## src/include/dma_defines.svh

```systemverilog
`ifndef DMA_DEFINES_SVH
`define DMA_DEFINES_SVH

// AHB bus widths
`define DMA_DATA_W      32
`define DMA_ADDR_W      32

// transfer size in bytes, always a word multiple
`define DMA_TS_W        12

// local burst buffer, one INCR16 worth of words
`define DMA_BUF_DEPTH   16
`define DMA_BUF_IDX_W   4

// beat counter holds 0..16
`define DMA_BEAT_W      5

// HSIZE code for 32-bit transfers
`define DMA_HSIZE_WORD  3'b010

`endif
```

## src/logic/dma_pkg.sv

```systemverilog
`include "dma_defines.svh"

package dma_pkg;

    typedef logic [`DMA_DATA_W-1:0] word_t;
    typedef logic [`DMA_ADDR_W-1:0] addr_t;
    typedef logic [`DMA_BEAT_W-1:0] beat_t;
    typedef logic [`DMA_TS_W-3:0]   words_t;  // byte count over four

    typedef enum logic [1:0] {
        IDLE   = 2'b00,
        BUSY   = 2'b01,
        NONSEQ = 2'b10,
        SEQ    = 2'b11
    } htrans_e;

    typedef enum logic [2:0] {
        SINGLE = 3'b000,
        INCR   = 3'b001,
        INCR4  = 3'b011,
        INCR8  = 3'b101,
        INCR16 = 3'b111
    } hburst_e;

    // channel burst-select field, codes above 2 all mean INCR16
    typedef enum logic [2:0] {
        BSEL_SINGLE = 3'd0,
        BSEL_INCR4  = 3'd1,
        BSEL_INCR8  = 3'd2,
        BSEL_INCR16 = 3'd3
    } burst_sel_e;

    typedef enum logic [2:0] {
        SEQ_IDLE,
        SEQ_REQ,
        SEQ_READ,
        SEQ_WRITE,
        SEQ_DONE
    } seq_state_e;

endpackage

```

## src/logic/dma_master_top.sv

```systemverilog
`timescale 1ns/10ps
`include "dma_defines.svh"

module dma_master_top import dma_pkg::*; (
    input  logic                 m_HCLK,
    input  logic                 m_HRESETn,
    input  logic                 start,
    input  addr_t                src_addr,
    input  addr_t                dest_addr,
    input  logic [`DMA_TS_W-1:0] xfer_bytes,
    input  burst_sel_e           burst_sel,
    input  logic                 intr_mask,
    input  logic                 intr_clear,
    output logic                 busy,
    output logic                 dma_intr,
    output logic                 hbusreq,
    input  logic                 hgrant,
    output htrans_e              htrans,
    output hburst_e              hburst,
    output logic [2:0]           hsize,
    output addr_t                haddr,
    output logic                 hwrite,
    output word_t                hwdata,
    input  logic                 hready,
    input  word_t                hrdata
);

    addr_t   src_addr_q;
    addr_t   dest_addr_q;
    words_t  words_left;
    beat_t   burst_len;
    hburst_e burst_code;
    logic    src_adv;
    logic    dest_adv;
    logic    done;
    logic    cmd_active;
    logic    cmd_write;
    logic    cmd_first;
    logic    fill_clear;
    logic    drain_clear;
    logic    cap_en;
    word_t   cap_data;
    logic    buf_adv;
    word_t   buf_data;

    dma_channel_regs u_regs (
        .m_HCLK      (m_HCLK),
        .m_HRESETn   (m_HRESETn),
        .start       (start),
        .src_addr    (src_addr),
        .dest_addr   (dest_addr),
        .xfer_bytes  (xfer_bytes),
        .burst_sel   (burst_sel),
        .intr_mask   (intr_mask),
        .intr_clear  (intr_clear),
        .src_adv     (src_adv),
        .dest_adv    (dest_adv),
        .done        (done),
        .src_addr_q  (src_addr_q),
        .dest_addr_q (dest_addr_q),
        .words_left  (words_left),
        .burst_len   (burst_len),
        .burst_code  (burst_code),
        .busy        (busy),
        .dma_intr    (dma_intr)
    );

    dma_xfer_seq u_seq (
        .m_HCLK      (m_HCLK),
        .m_HRESETn   (m_HRESETn),
        .start       (start),
        .hgrant      (hgrant),
        .hready      (hready),
        .burst_len   (burst_len),
        .words_left  (words_left),
        .hbusreq     (hbusreq),
        .cmd_active  (cmd_active),
        .cmd_write   (cmd_write),
        .cmd_first   (cmd_first),
        .src_adv     (src_adv),
        .dest_adv    (dest_adv),
        .done        (done),
        .fill_clear  (fill_clear),
        .drain_clear (drain_clear)
    );

    dma_burst_buffer u_buf (
        .m_HCLK      (m_HCLK),
        .fill_clear  (fill_clear),
        .drain_clear (drain_clear),
        .wr_en       (cap_en),
        .wr_data     (cap_data),
        .rd_adv      (buf_adv),
        .rd_data     (buf_data)
    );

    dma_ahb_driver u_drv (
        .m_HCLK      (m_HCLK),
        .m_HRESETn   (m_HRESETn),
        .hready      (hready),
        .hrdata      (hrdata),
        .cmd_active  (cmd_active),
        .cmd_write   (cmd_write),
        .cmd_first   (cmd_first),
        .burst_code  (burst_code),
        .src_addr_q  (src_addr_q),
        .dest_addr_q (dest_addr_q),
        .buf_data    (buf_data),
        .htrans      (htrans),
        .hburst      (hburst),
        .hsize       (hsize),
        .haddr       (haddr),
        .hwrite      (hwrite),
        .hwdata      (hwdata),
        .cap_en      (cap_en),
        .cap_data    (cap_data),
        .buf_adv     (buf_adv)
    );

endmodule

```

## src/logic/dma_ahb_driver.sv

```systemverilog
`timescale 1ns/10ps
`include "dma_defines.svh"

module dma_ahb_driver import dma_pkg::*; (
    input  logic       m_HCLK,
    input  logic       m_HRESETn,
    input  logic       hready,
    input  word_t      hrdata,
    input  logic       cmd_active,
    input  logic       cmd_write,
    input  logic       cmd_first,
    input  hburst_e    burst_code,
    input  addr_t      src_addr_q,
    input  addr_t      dest_addr_q,
    input  word_t      buf_data,
    output htrans_e    htrans,
    output hburst_e    hburst,
    output logic [2:0] hsize,
    output addr_t      haddr,
    output logic       hwrite,
    output word_t      hwdata,
    output logic       cap_en,
    output word_t      cap_data,
    output logic       buf_adv
);

    logic addr_valid;
    logic dph_valid;  // a beat is in its data phase
    logic dph_write;

    assign addr_valid = (htrans == NONSEQ) || (htrans == SEQ);
    assign hsize      = `DMA_HSIZE_WORD;

    always_ff @(posedge m_HCLK or negedge m_HRESETn) begin
        if (!m_HRESETn) begin
            htrans    <= IDLE;
            hburst    <= SINGLE;
            haddr     <= '0;
            hwrite    <= 1'b0;
            dph_valid <= 1'b0;
            dph_write <= 1'b0;
        end else if (hready) begin
            dph_valid <= addr_valid;
            dph_write <= hwrite;
            hwrite    <= cmd_active && cmd_write;
            if (cmd_active) begin
                haddr <= cmd_write ? dest_addr_q : src_addr_q;
                if (cmd_first) begin
                    htrans <= NONSEQ;
                    hburst <= burst_code;
                end else if (htrans == IDLE) begin
                    htrans <= NONSEQ;  // resumed after lost grant
                    hburst <= INCR;
                end else begin
                    htrans <= SEQ;
                end
            end else begin
                htrans <= IDLE;
            end
        end
    end

    // write beat accepted, its data goes out next cycle
    assign buf_adv = hready && addr_valid && hwrite;

    always_ff @(posedge m_HCLK) begin
        if (buf_adv)
            hwdata <= buf_data;
    end

    assign cap_en   = hready && dph_valid && !dph_write;
    assign cap_data = hrdata;

endmodule

```

## src/logic/dma_burst_buffer.sv

```systemverilog
`timescale 1ns/10ps
`include "dma_defines.svh"

module dma_burst_buffer import dma_pkg::*; (
    input  logic  m_HCLK,
    input  logic  fill_clear,
    input  logic  drain_clear,
    input  logic  wr_en,
    input  word_t wr_data,
    input  logic  rd_adv,
    output word_t rd_data
);

    word_t                    mem [`DMA_BUF_DEPTH];
    logic [`DMA_BUF_IDX_W-1:0] wr_idx;
    logic [`DMA_BUF_IDX_W-1:0] rd_idx;

    always_ff @(posedge m_HCLK) begin
        if (fill_clear)
            wr_idx <= '0;
        else if (wr_en)
            wr_idx <= wr_idx + 1'b1;
    end

    always_ff @(posedge m_HCLK) begin
        if (drain_clear)
            rd_idx <= '0;
        else if (rd_adv)
            rd_idx <= rd_idx + 1'b1;
    end

    always_ff @(posedge m_HCLK) begin
        if (wr_en)
            mem[wr_idx] <= wr_data;
    end

    assign rd_data = mem[rd_idx];  // word for the next write beat

endmodule

```

## src/logic/dma_xfer_seq.sv

```systemverilog
`timescale 1ns/10ps

module dma_xfer_seq import dma_pkg::*; (
    input  logic   m_HCLK,
    input  logic   m_HRESETn,
    input  logic   start,
    input  logic   hgrant,
    input  logic   hready,
    input  beat_t  burst_len,
    input  words_t words_left,
    output logic   hbusreq,
    output logic   cmd_active,
    output logic   cmd_write,
    output logic   cmd_first,
    output logic   src_adv,
    output logic   dest_adv,
    output logic   done,
    output logic   fill_clear,
    output logic   drain_clear
);

    seq_state_e state;
    seq_state_e state_nx;
    beat_t      acnt;      // address beats issued
    beat_t      dcnt;      // data beats completed
    beat_t      len_q;     // length of the burst in flight
    logic       a_pend;
    logic       a_wr;
    logic       d_pend;
    logic       d_wr;
    logic       issue;
    logic       rd_done;
    logic       wr_done;
    logic       go_read;
    logic       go_write;

    assign cmd_active = (state == SEQ_READ || state == SEQ_WRITE) && (acnt < len_q) && hgrant;
    assign cmd_write  = (state == SEQ_WRITE);
    assign cmd_first  = (acnt == '0);
    assign issue      = cmd_active && hready;
    assign src_adv    = issue && !cmd_write;
    assign dest_adv   = issue && cmd_write;

    assign rd_done = hready && d_pend && !d_wr;
    assign wr_done = hready && d_pend && d_wr;

    assign hbusreq     = (state != SEQ_IDLE) && (state != SEQ_DONE);
    assign done        = (state == SEQ_DONE);
    assign fill_clear  = go_read;
    assign drain_clear = go_write;

    always_comb begin
        state_nx = state;
        go_read  = 1'b0;
        go_write = 1'b0;
        case (state)
            SEQ_IDLE: begin
                if (start)
                    state_nx = SEQ_REQ;
            end
            SEQ_REQ: begin
                if (hgrant) begin
                    state_nx = SEQ_READ;
                    go_read  = 1'b1;
                end
            end
            SEQ_READ: begin
                // all read data must be in the buffer before writing
                if (acnt == len_q && dcnt == len_q) begin
                    state_nx = SEQ_WRITE;
                    go_write = 1'b1;
                end
            end
            SEQ_WRITE: begin
                if (acnt == len_q) begin
                    if (words_left != '0) begin
                        state_nx = SEQ_READ;  // overlaps last write data phase
                        go_read  = 1'b1;
                    end else if (dcnt == len_q) begin
                        state_nx = SEQ_DONE;
                    end
                end
            end
            SEQ_DONE: state_nx = SEQ_IDLE;
            default:  state_nx = SEQ_IDLE;
        endcase
    end

    always_ff @(posedge m_HCLK or negedge m_HRESETn) begin
        if (!m_HRESETn) begin
            state  <= SEQ_IDLE;
            acnt   <= '0;
            dcnt   <= '0;
            len_q  <= '0;
            a_pend <= 1'b0;
            a_wr   <= 1'b0;
            d_pend <= 1'b0;
            d_wr   <= 1'b0;
        end else begin
            state <= state_nx;
            if (go_read)
                len_q <= burst_len;
            if (go_read || go_write) begin
                acnt <= '0;
                dcnt <= '0;
            end else begin
                if (issue)
                    acnt <= acnt + 1'b1;
                if ((state == SEQ_READ && rd_done) || (state == SEQ_WRITE && wr_done))
                    dcnt <= dcnt + 1'b1;
            end
            // address then data phase, both advance only on hready
            if (hready) begin
                a_pend <= cmd_active;
                a_wr   <= cmd_write;
                d_pend <= a_pend;
                d_wr   <= a_wr;
            end
        end
    end

endmodule

```

## src/logic/dma_channel_regs.sv

```systemverilog
`timescale 1ns/10ps
`include "dma_defines.svh"

module dma_channel_regs import dma_pkg::*; (
    input  logic                m_HCLK,
    input  logic                m_HRESETn,
    input  logic                start,
    input  addr_t               src_addr,
    input  addr_t               dest_addr,
    input  logic [`DMA_TS_W-1:0] xfer_bytes,
    input  burst_sel_e          burst_sel,
    input  logic                intr_mask,
    input  logic                intr_clear,
    input  logic                src_adv,
    input  logic                dest_adv,
    input  logic                done,
    output addr_t               src_addr_q,
    output addr_t               dest_addr_q,
    output words_t              words_left,
    output beat_t               burst_len,
    output hburst_e             burst_code,
    output logic                busy,
    output logic                dma_intr
);

    burst_sel_e sel_q;
    beat_t      sel_len;
    hburst_e    sel_code;
    logic       status;
    logic       load;

    assign load = start && !busy;  // a start while running is ignored

    always_ff @(posedge m_HCLK or negedge m_HRESETn) begin
        if (!m_HRESETn) begin
            busy       <= 1'b0;
            status     <= 1'b0;
            words_left <= '0;
            sel_q      <= BSEL_SINGLE;
        end else begin
            if (load) begin
                busy       <= 1'b1;
                words_left <= xfer_bytes[`DMA_TS_W-1:2];
                sel_q      <= burst_sel;
            end else begin
                if (done)
                    busy <= 1'b0;
                if (dest_adv)
                    words_left <= words_left - 1'b1;  // one word per write beat
            end
            if (done)
                status <= 1'b1;
            else if (intr_clear)
                status <= 1'b0;
        end
    end

    always_ff @(posedge m_HCLK) begin
        if (load) begin
            src_addr_q  <= src_addr;
            dest_addr_q <= dest_addr;
        end else begin
            if (src_adv)
                src_addr_q <= src_addr_q + 32'd4;
            if (dest_adv)
                dest_addr_q <= dest_addr_q + 32'd4;
        end
    end

    // burst length for the next burst, tail shortened to INCR
    always_comb begin
        case (sel_q)
            BSEL_SINGLE: begin
                sel_len  = 5'd1;
                sel_code = SINGLE;
            end
            BSEL_INCR4: begin
                sel_len  = 5'd4;
                sel_code = INCR4;
            end
            BSEL_INCR8: begin
                sel_len  = 5'd8;
                sel_code = INCR8;
            end
            default: begin
                sel_len  = 5'd16;
                sel_code = INCR16;
            end
        endcase
        burst_len  = sel_len;
        burst_code = sel_code;
        if (sel_code != SINGLE && words_left < words_t'(sel_len)) begin
            burst_len  = beat_t'(words_left);
            burst_code = INCR;
        end
    end

    assign dma_intr = status && !intr_mask;

endmodule

```

## config.mk

```make
export PLATFORM = sky130hd
export DESIGN_NAME = dma_master_top
export DESIGN_NICKNAME = d
export VERILOG_FILES = /design/src/logic/dma_pkg.sv /design/src/logic/dma_master_top.sv /design/src/logic/dma_ahb_driver.sv /design/src/logic/dma_burst_buffer.sv /design/src/logic/dma_xfer_seq.sv /design/src/logic/dma_channel_regs.sv
export VERILOG_INCLUDE_DIRS = /design/src /design/src/include
export SDC_FILE = /design/constraint.sdc
export NUM_CORES = 1
export LEC_CHECK = 0
export BUFFER_PORTS_ARGS = -buffer_cell sky130_fd_sc_hd__buf_4
export CAP_MARGIN = 25
export CORE_UTILIZATION = 50
export DETAILED_ROUTE_END_ITERATION = 12
export PLACE_DENSITY = 0.68
export RECOVER_POWER = 50
export SYNTH_ARGS = -nofsm -noshare
export SYNTH_HDL_FRONTEND = slang
export SYNTH_SLANG_ARGS = --single-unit
```

## constraint.sdc

```tcl
create_clock -name m_HCLK -period 10.3 [get_ports m_HCLK]
set_clock_uncertainty 0.1 [all_clocks]
set_input_delay 1.545 -clock m_HCLK [delete_from_list [all_inputs] [get_ports m_HCLK]]
set_output_delay 1.545 -clock m_HCLK [all_outputs]
set_load 0.02 [all_outputs]
```

# Yosys cells after proc, flatten, opt, wreduce, memory -nomap -nowiden
# Memory sizes are Yosys's and may differ from the RTL's. A register that Yosys moved wholly into a read port is not among the register bits.
# Cells that the tools add are included.
# totals
reg_bits,149
ram_bits,512
inputBits,118
output_inout_bits,76
mem_count,1
# mem_list
memory,depth,width,rd,rd_clocked_by_memory_dff,wr,line_no,rtl
u_buf.mem,16,32,1,1,1,dma_burst_buffer.sv:14,word_t mem [`DMA_BUF_DEPTH];
# op_classes
n_addsub,7
order_cmp,2
eq_ne,16
mux,39
reduce_logical,46
# ops
cell,count
two-way mux 32 bit,5
adder 32 x 3 -> 32 bit (second input constant),2
two-way mux 3 bit,9
two-way mux 5 bit,5
logical AND 1 bit,20
two-way mux 10 bit,2
one-hot mux 5 bit (3 select lines),1
nonzero test 2 bit,7
two-way mux 1 bit,12
one-hot mux 3 bit (4 select lines),1
adder 5 x 1 -> 5 bit (second input constant),2
== test 5 bit,2
< comparator 10 x 5 -> 1 bit,1
nonzero test 10 bit,1
subtractor 10 x 1 -> 10 bit (second input constant),1
== test 3 x 2 -> 1 bit (second input constant),3
one-hot mux 3 bit (3 select lines),1
adder 4 x 1 -> 4 bit (second input constant),2
!= test 2 bit (second input constant),4
== test 3 x 1 -> 1 bit (second input constant),2
logical NOT 3 bit,2
!= test 3 bit (second input constant),2
nonzero test 3 bit,2
logical NOT 1 bit,5
11 further kinds,16

# Longest topological paths before layout
# logic_depth
ltp_word,8
depth_mapped,9
mapped_depth_nobuf,8

# Hierarchy
# A second synthesis with hierarchy kept.
# hier_totals
cells_unflattened,1740
hier_area_um2,29055.4
# modules_own_cells
mod,n_inst,cells_each,area_each_um2,seq_area_each_um2
dma_burst_buffer,1,845,19656.4,15615.0
dma_channel_regs,1,525,4824.6,2297.2
dma_ahb_driver,1,238,3181.8,1961.9
dma_xfer_seq,1,132,1392.6,550.5

# Worst setup path after synthesis
# No wires, ideal clock.
# synth_path
path_kind,input -> register
startpoint,input port hready
endpoint,memory u_buf.mem[3][0] (netlist bit) (enable)
setup_time_ns,0.461
arrival_time_ns,4.616
path_slack_ns,5.123
path_stages,5
n_path_buf,1
path_cell_list,clkbuf_1 nand2_1 nor2_1 nand2_1 nor3_1
# synth_via
elab_chain_cells,4
# synth_rtl
element,line_no,rtl
from (decl),dma_master_top.sv:24,"input logic hready,"
logical AND 1 bit (2 in series),dma_ahb_driver.sv:71,assign cap_en = hready && dph_valid && !dph_write;
two-way mux 1 bit,dma_burst_buffer.sv:33,if (wr_en)
two-way mux 1 bit (implied by the code),dma_burst_buffer.sv:34,mem[wr_idx] <= wr_data;
to (decl),dma_burst_buffer.sv:14,
# No other way between the ends.

==> flow_results.xml <==
<?xml version="1.0" encoding="UTF-8"?>
<metrics>
  <group name="yosys">
    <metric name="synth_compound_area_frac" unit="">0.0287</metric>
    <metric name="synth_adder_area_share" unit="">0.00844</metric>
    <metric name="simple_gate_area_share_of_the_yosys_netlist" unit="">0.0670</metric>
    <metric name="synth.avg_cell_area" unit="um^2">17.4</metric>
    <metric name="yosysWarningCount" unit="">0</metric>
    <metric name="fraction_of_synthesized_area_in_multiplexers" unit="">0.133</metric>
    <metric name="syn_area" unit="um^2">28200</metric>
    <metric name="async_reset_ff_frac" unit="">0.110</metric>
    <metric name="yosys.cell_types.count" unit="">62</metric>
    <metric name="synth-xor-area-share" unit="">0.0233</metric>
    <metric name="postSynthRegisterBits" unit="">692</metric>
    <metric name="dominant_register_cell_in_the_synthesized_netlist" unit="">sky130_fd_sc_hd__edfxtp_1</metric>
    <metric name="yosysSeqAreaShare" unit="">0.721</metric>
    <metric name="synth_edf_count" unit="">608</metric>
    <metric name="synth_top_family_by_area" unit="">multiplexers</metric>
    <metric name="syn_inst" unit="">1616</metric>
  </group>
  <group name="critical_path">
    <metric name="setup.worst_path.start_class" unit="">primary input</metric>
    <metric name="crit_path_end_kind" unit="">async pin</metric>
    <metric name="critical_path.top_delay_family" unit="">buffers and inverters</metric>
    <metric name="cp.buffers_inverters" unit="">2</metric>
    <metric name="crit_path_frequent_cell" unit="">sky130_fd_sc_hd__clkbuf_1</metric>
    <metric name="worstPathCellList" unit="">clkbuf_1, clkbuf_1</metric>
    <metric name="critical-path-slowest-cell" unit="">sky130_fd_sc_hd__clkbuf_1</metric>
    <metric name="required" unit="ps">10030</metric>
    <metric name="worst_ep_arrival_time" unit="ps">4790</metric>
    <metric name="critical_path.max_fanout" unit="">67</metric>
    <metric name="timing.setup.critical_path_class" unit="">primary input to async pin</metric>
    <metric name="max_stage_delay" unit="ps">2670</metric>
  </group>
  <group name="place">
    <metric name="dpl.hpwl" unit="um">34200</metric>
    <metric name="port_buffers" unit="">188</metric>
    <metric name="placed_instances" unit="">2502</metric>
    <metric name="routabilityCongestion" unit="">0.822</metric>
  </group>
  <group name="finish">
    <metric name="area_growth" unit="%">16.1</metric>
    <metric name="filler_cell_count" unit="">4156</metric>
    <metric name="layout.nets" unit="">1967</metric>
    <metric name="final_common_cell" unit="">sky130_fd_sc_hd__edfxtp_1</metric>
    <metric name="fin_cells" unit="">2634</metric>
    <metric name="drive_above_1_share" unit="">0.247</metric>
    <metric name="commonest_cells_after_routing_fill_and_taps_aside" unit="">608 x sky130_fd_sc_hd__edfxtp_1, 170 x sky130_fd_sc_hd__nand2_1, 160 x sky130_fd_sc_hd__mux4_2, 157 x sky130_fd_sc_hd__buf_4, 80 x sky130_fd_sc_hd__clkbuf_1</metric>
  </group>
  <group name="outcome">
    <metric name="violations" unit="">capacitance limit, slew limit</metric>
    <metric name="status" unit="">finished with violations</metric>
  </group>
  <group name="timing">
    <metric name="setup_total_negative_slack" unit="ps">0</metric>
    <metric name="final-setup-viol-count" unit="">0</metric>
    <metric name="final_worst_path_cycle_share" unit="">0.491</metric>
    <metric name="timing_hold_violations_final" unit="">0</metric>
    <metric name="timing.final.crit_period" unit="ps">5050</metric>
    <metric name="grt_setup_unrepaired" unit="">no</metric>
    <metric name="fmax" unit="MHz">198</metric>
    <metric name="max_slew_headroom" unit="">-1.51</metric>
    <metric name="maxSlewViolCount" unit="">204</metric>
    <metric name="worst_pin_slew" unit="ps">3760</metric>
    <metric name="worst_hold_slack" unit="ps">406</metric>
  </group>
  <group name="floorplan">
    <metric name="core.rowCount" unit="">86</metric>
    <metric name="ios" unit="">194</metric>
    <metric name="die-height" unit="um">239</metric>
    <metric name="floorplan.die_area" unit="um^2">57300</metric>
    <metric name="die_x" unit="um">239</metric>
    <metric name="initial_core_util" unit="">0.509</metric>
    <metric name="core-area" unit="um^2">55400</metric>
  </group>
  <group name="routing">
    <metric name="post_drt_via_cell_ratio" unit="">5.75</metric>
    <metric name="ant_nets" unit="">0</metric>
    <metric name="drt_wl_total" unit="um">61500</metric>
    <metric name="routed-via-count" unit="">15100</metric>
    <metric name="iteration_count_of_the_initial_detailed_routing_pass" unit="">5</metric>
    <metric name="first_iter_violations" unit="">1299</metric>
    <metric name="route.detailed.wl_per_inst" unit="um">23.3</metric>
    <metric name="detail_route.drc_violations" unit="">0</metric>
  </group>
  <group name="power_and_ir_drop">
    <metric name="power.share.clock" unit="">0.351</metric>
    <metric name="switching_share_of_power" unit="">0.263</metric>
    <metric name="vdd_drop_max" unit="V">0.000178</metric>
    <metric name="power.leakage" unit="nW">10.7</metric>
    <metric name="power.net_switching" unit="mW">1.95</metric>
    <metric name="p_int" unit="mW">5.48</metric>
    <metric name="share_comb_of_total_power" unit="">0.184</metric>
    <metric name="power.density_cell_area" unit="nW/um^2">227</metric>
    <metric name="power.sequential.fraction" unit="">0.465</metric>
  </group>
  <group name="clock_network">
    <metric name="worst_skew_pair.late_latency" unit="ps">610</metric>
    <metric name="cts-buffers-inserted" unit="">71</metric>
    <metric name="clock_tree.buffer_depth" unit="">3</metric>
    <metric name="cts_tree" unit="">built</metric>
    <metric name="cts_resized" unit="">0</metric>
    <metric name="cts_root_buf" unit="">sky130_fd_sc_hd__clkbuf_16</metric>
    <metric name="post_cts.repair.setup_buffers" unit="">0</metric>
    <metric name="cts.sink_count" unit="">692</metric>
    <metric name="postCtsHoldBufs" unit="">0</metric>
    <metric name="worst_setup_hold_path_clk_slew" unit="ps">60</metric>
    <metric name="cts-htree-levels" unit="">3</metric>
  </group>
  <group name="grt">
    <metric name="grt_use_met2" unit="">0.371</metric>
    <metric name="first_pass_grt_wire_length" unit="um">93100</metric>
    <metric name="grt_util_met3" unit="">0.0384</metric>
    <metric name="grt_util_all_layers" unit="">0.221</metric>
    <metric name="initial_antenna_violation_count" unit="">7</metric>
    <metric name="met1_usage" unit="">0.295</metric>
    <metric name="number_of_global_route_vias_before_repair" unit="">15400</metric>
    <metric name="maximum_number_of_pins_on_one_net_before_global_route_repair" unit="">116</metric>
    <metric name="grt_overflow" unit="">0</metric>
    <metric name="grt_busiest_layer" unit="">met2</metric>
  </group>
  <group name="hold_path">
    <metric name="timing.hold.worst.class" unit="">flop to flop</metric>
  </group>
  <group name="run">
    <metric name="cap_violations" unit="">4</metric>
  </group>
</metrics>
==> path summary, 6_finish.rpt <==
| path | cells after the start | start | end | slack, ps |
|---|---|---|---|---|
| max in group m_HCLK | 7 | hready | u_drv.hburst[2]$_DFFE_PN0P_ | 5420 |
| min in group asynchronous | 1 | m_HRESETn | u_drv.haddr[21]$_DFFE_PN0P_ | 830 |
| hold reg to reg | 2 | u_regs.words_left[1]$_DFFE_PN0P_ | u_regs.words_left[1]$_DFFE_PN0P_ | 410 |
| hold / removal | 2 | u_regs.words_left[1]$_DFFE_PN0P_ | u_regs.words_left[1]$_DFFE_PN0P_ | 410 |
| setup reg to reg | 7 | u_seq.acnt[1]$_DFFE_PN0P_ | u_drv.hburst[2]$_DFFE_PN0P_ | 6060 |
| setup / recovery | 2 | m_HRESETn | u_regs.words_left[5]$_DFFE_PN0P_ | 5250 |
==> worst min-delay path, cell delays in order, from the launching register on <==
cell	delay (ps)
sky130_fd_sc_hd__dfrtp_1	340
sky130_fd_sc_hd__nand3_1	60
sky130_fd_sc_hd__nand3_1	70
==> sequential cells by signal (all words and copies together) (netlist names), 2 cells and up <==
signal,flops
u_regs.dest_addr_q,32
u_drv.htrans,2
u_seq.dcnt,5
u_buf.rd_idx,4
u_regs.src_addr_q,32
u_regs.sel_q,3
u_buf.mem,512
u_buf.wr_idx,4
u_seq.state,3
u_drv.hwdata,32
u_seq.acnt,5
u_drv.hburst,3
u_seq.len_q,5
u_regs.words_left,10
u_drv.haddr,32
==> synth_stat cells (6+ instances only) <==
master	instances	area share
sky130_fd_sc_hd__edfxtp_1	608	0.65
sky130_fd_sc_hd__nand2_1	170	0.023
sky130_fd_sc_hd__mux4_2	160	0.13
sky130_fd_sc_hd__nor2_1	91	0.012
sky130_fd_sc_hd__dfrtp_1	76	0.067
sky130_fd_sc_hd__o21ai_0	71	0.013
sky130_fd_sc_hd__clkbuf_1	51	0.0068
sky130_fd_sc_hd__xnor2_1	39	0.012
sky130_fd_sc_hd__a31oi_1	38	0.0084
sky130_fd_sc_hd__xor2_1	36	0.011
sky130_fd_sc_hd__nand3_1	29	0.0052
sky130_fd_sc_hd__inv_1	28	0.0037
sky130_fd_sc_hd__nand4_1	20	0.0044
sky130_fd_sc_hd__ha_1	19	0.0084
sky130_fd_sc_hd__nor3_1	16	0.0028
sky130_fd_sc_hd__and3_1	14	0.0031
sky130_fd_sc_hd__buf_2	13	0.0023
sky130_fd_sc_hd__buf_4	12	0.0032
sky130_fd_sc_hd__nor4_1	10	0.0022
sky130_fd_sc_hd__a21oi_1	9	0.0016
sky130_fd_sc_hd__and4_1	8	0.0025
sky130_fd_sc_hd__dfxtp_1	8	0.0057
sky130_fd_sc_hd__mux2_2	8	0.0032
sky130_fd_sc_hd__or3_1	7	0.0016
sky130_fd_sc_hd__mux2i_1	6	0.0021
sky130_fd_sc_hd__or4_1	6	0.0016
==> power by group through the flow <==
stage | Clock [mW] | Combinational (mW) | Sequential [mW]
final | 2.61 | 1.37 | 3.46
after global routing | 2.76 | 1.50 | 3.49
after CTS | 2.66 | 1.41 | 3.46
after detailed placement | 0 | 1.40 | 3.52
after global placement | 0 | 1.37 | 3.51
after floorplan | 0 | 0.815 | 3.48
==> per-stage QoR <==
step / util / setup WS (ps) / area [um^2] / power [mW]
2_1_floorplan: - / 5120 / 28200 / 4.29
3_3_place_gp: 0.550 / 5880 / 30500 / 4.88
3_5_place_dp: 0.551 / 5860 / 30500 / 4.92
4_1_cts: 0.594 / 6500 / 32900 / 7.53
5_1_grt: 0.590 / 4440 / 32700 / 7.75
6_report: 0.590 / 5250 / 32700 / 7.44
==> per-layer routing <==
metal / up-vias / wire, um
li1: 6749 / -
met1: 7799 / 25300
met4: 12 / 1500
met5: - / 76
met2: 461 / 31100
met3: 112 / 3460
==> final cells by class <==
class | count | area, um^2 | share of cell area
flip-flops and latches | 692 | 20300 | 0.621
multi-input cells | 812 | 7460 | 0.228
clock buffers | 90 | 1900 | 0.0581
repair buffers | 225 | 1510 | 0.0460
well taps | 748 | 936 | 0.0286
clock inverters | 38 | 474 | 0.0145
inverters | 28 | 106 | 0.00325
diodes | 1 | 2.50 | 0.0000765
==> logic make-up after synthesis <==
kind of cell	count (synthesis)
flip-flops	692
AND/OR/NAND/NOR	401
multiplexers	174
AO/OA/AOI/OAI	140
buffers and inverters	113
XOR/XNOR	75
adder cells (fa/ha/maj)	19
other	2
Note: power is estimated with default switching activity, not from simulation.
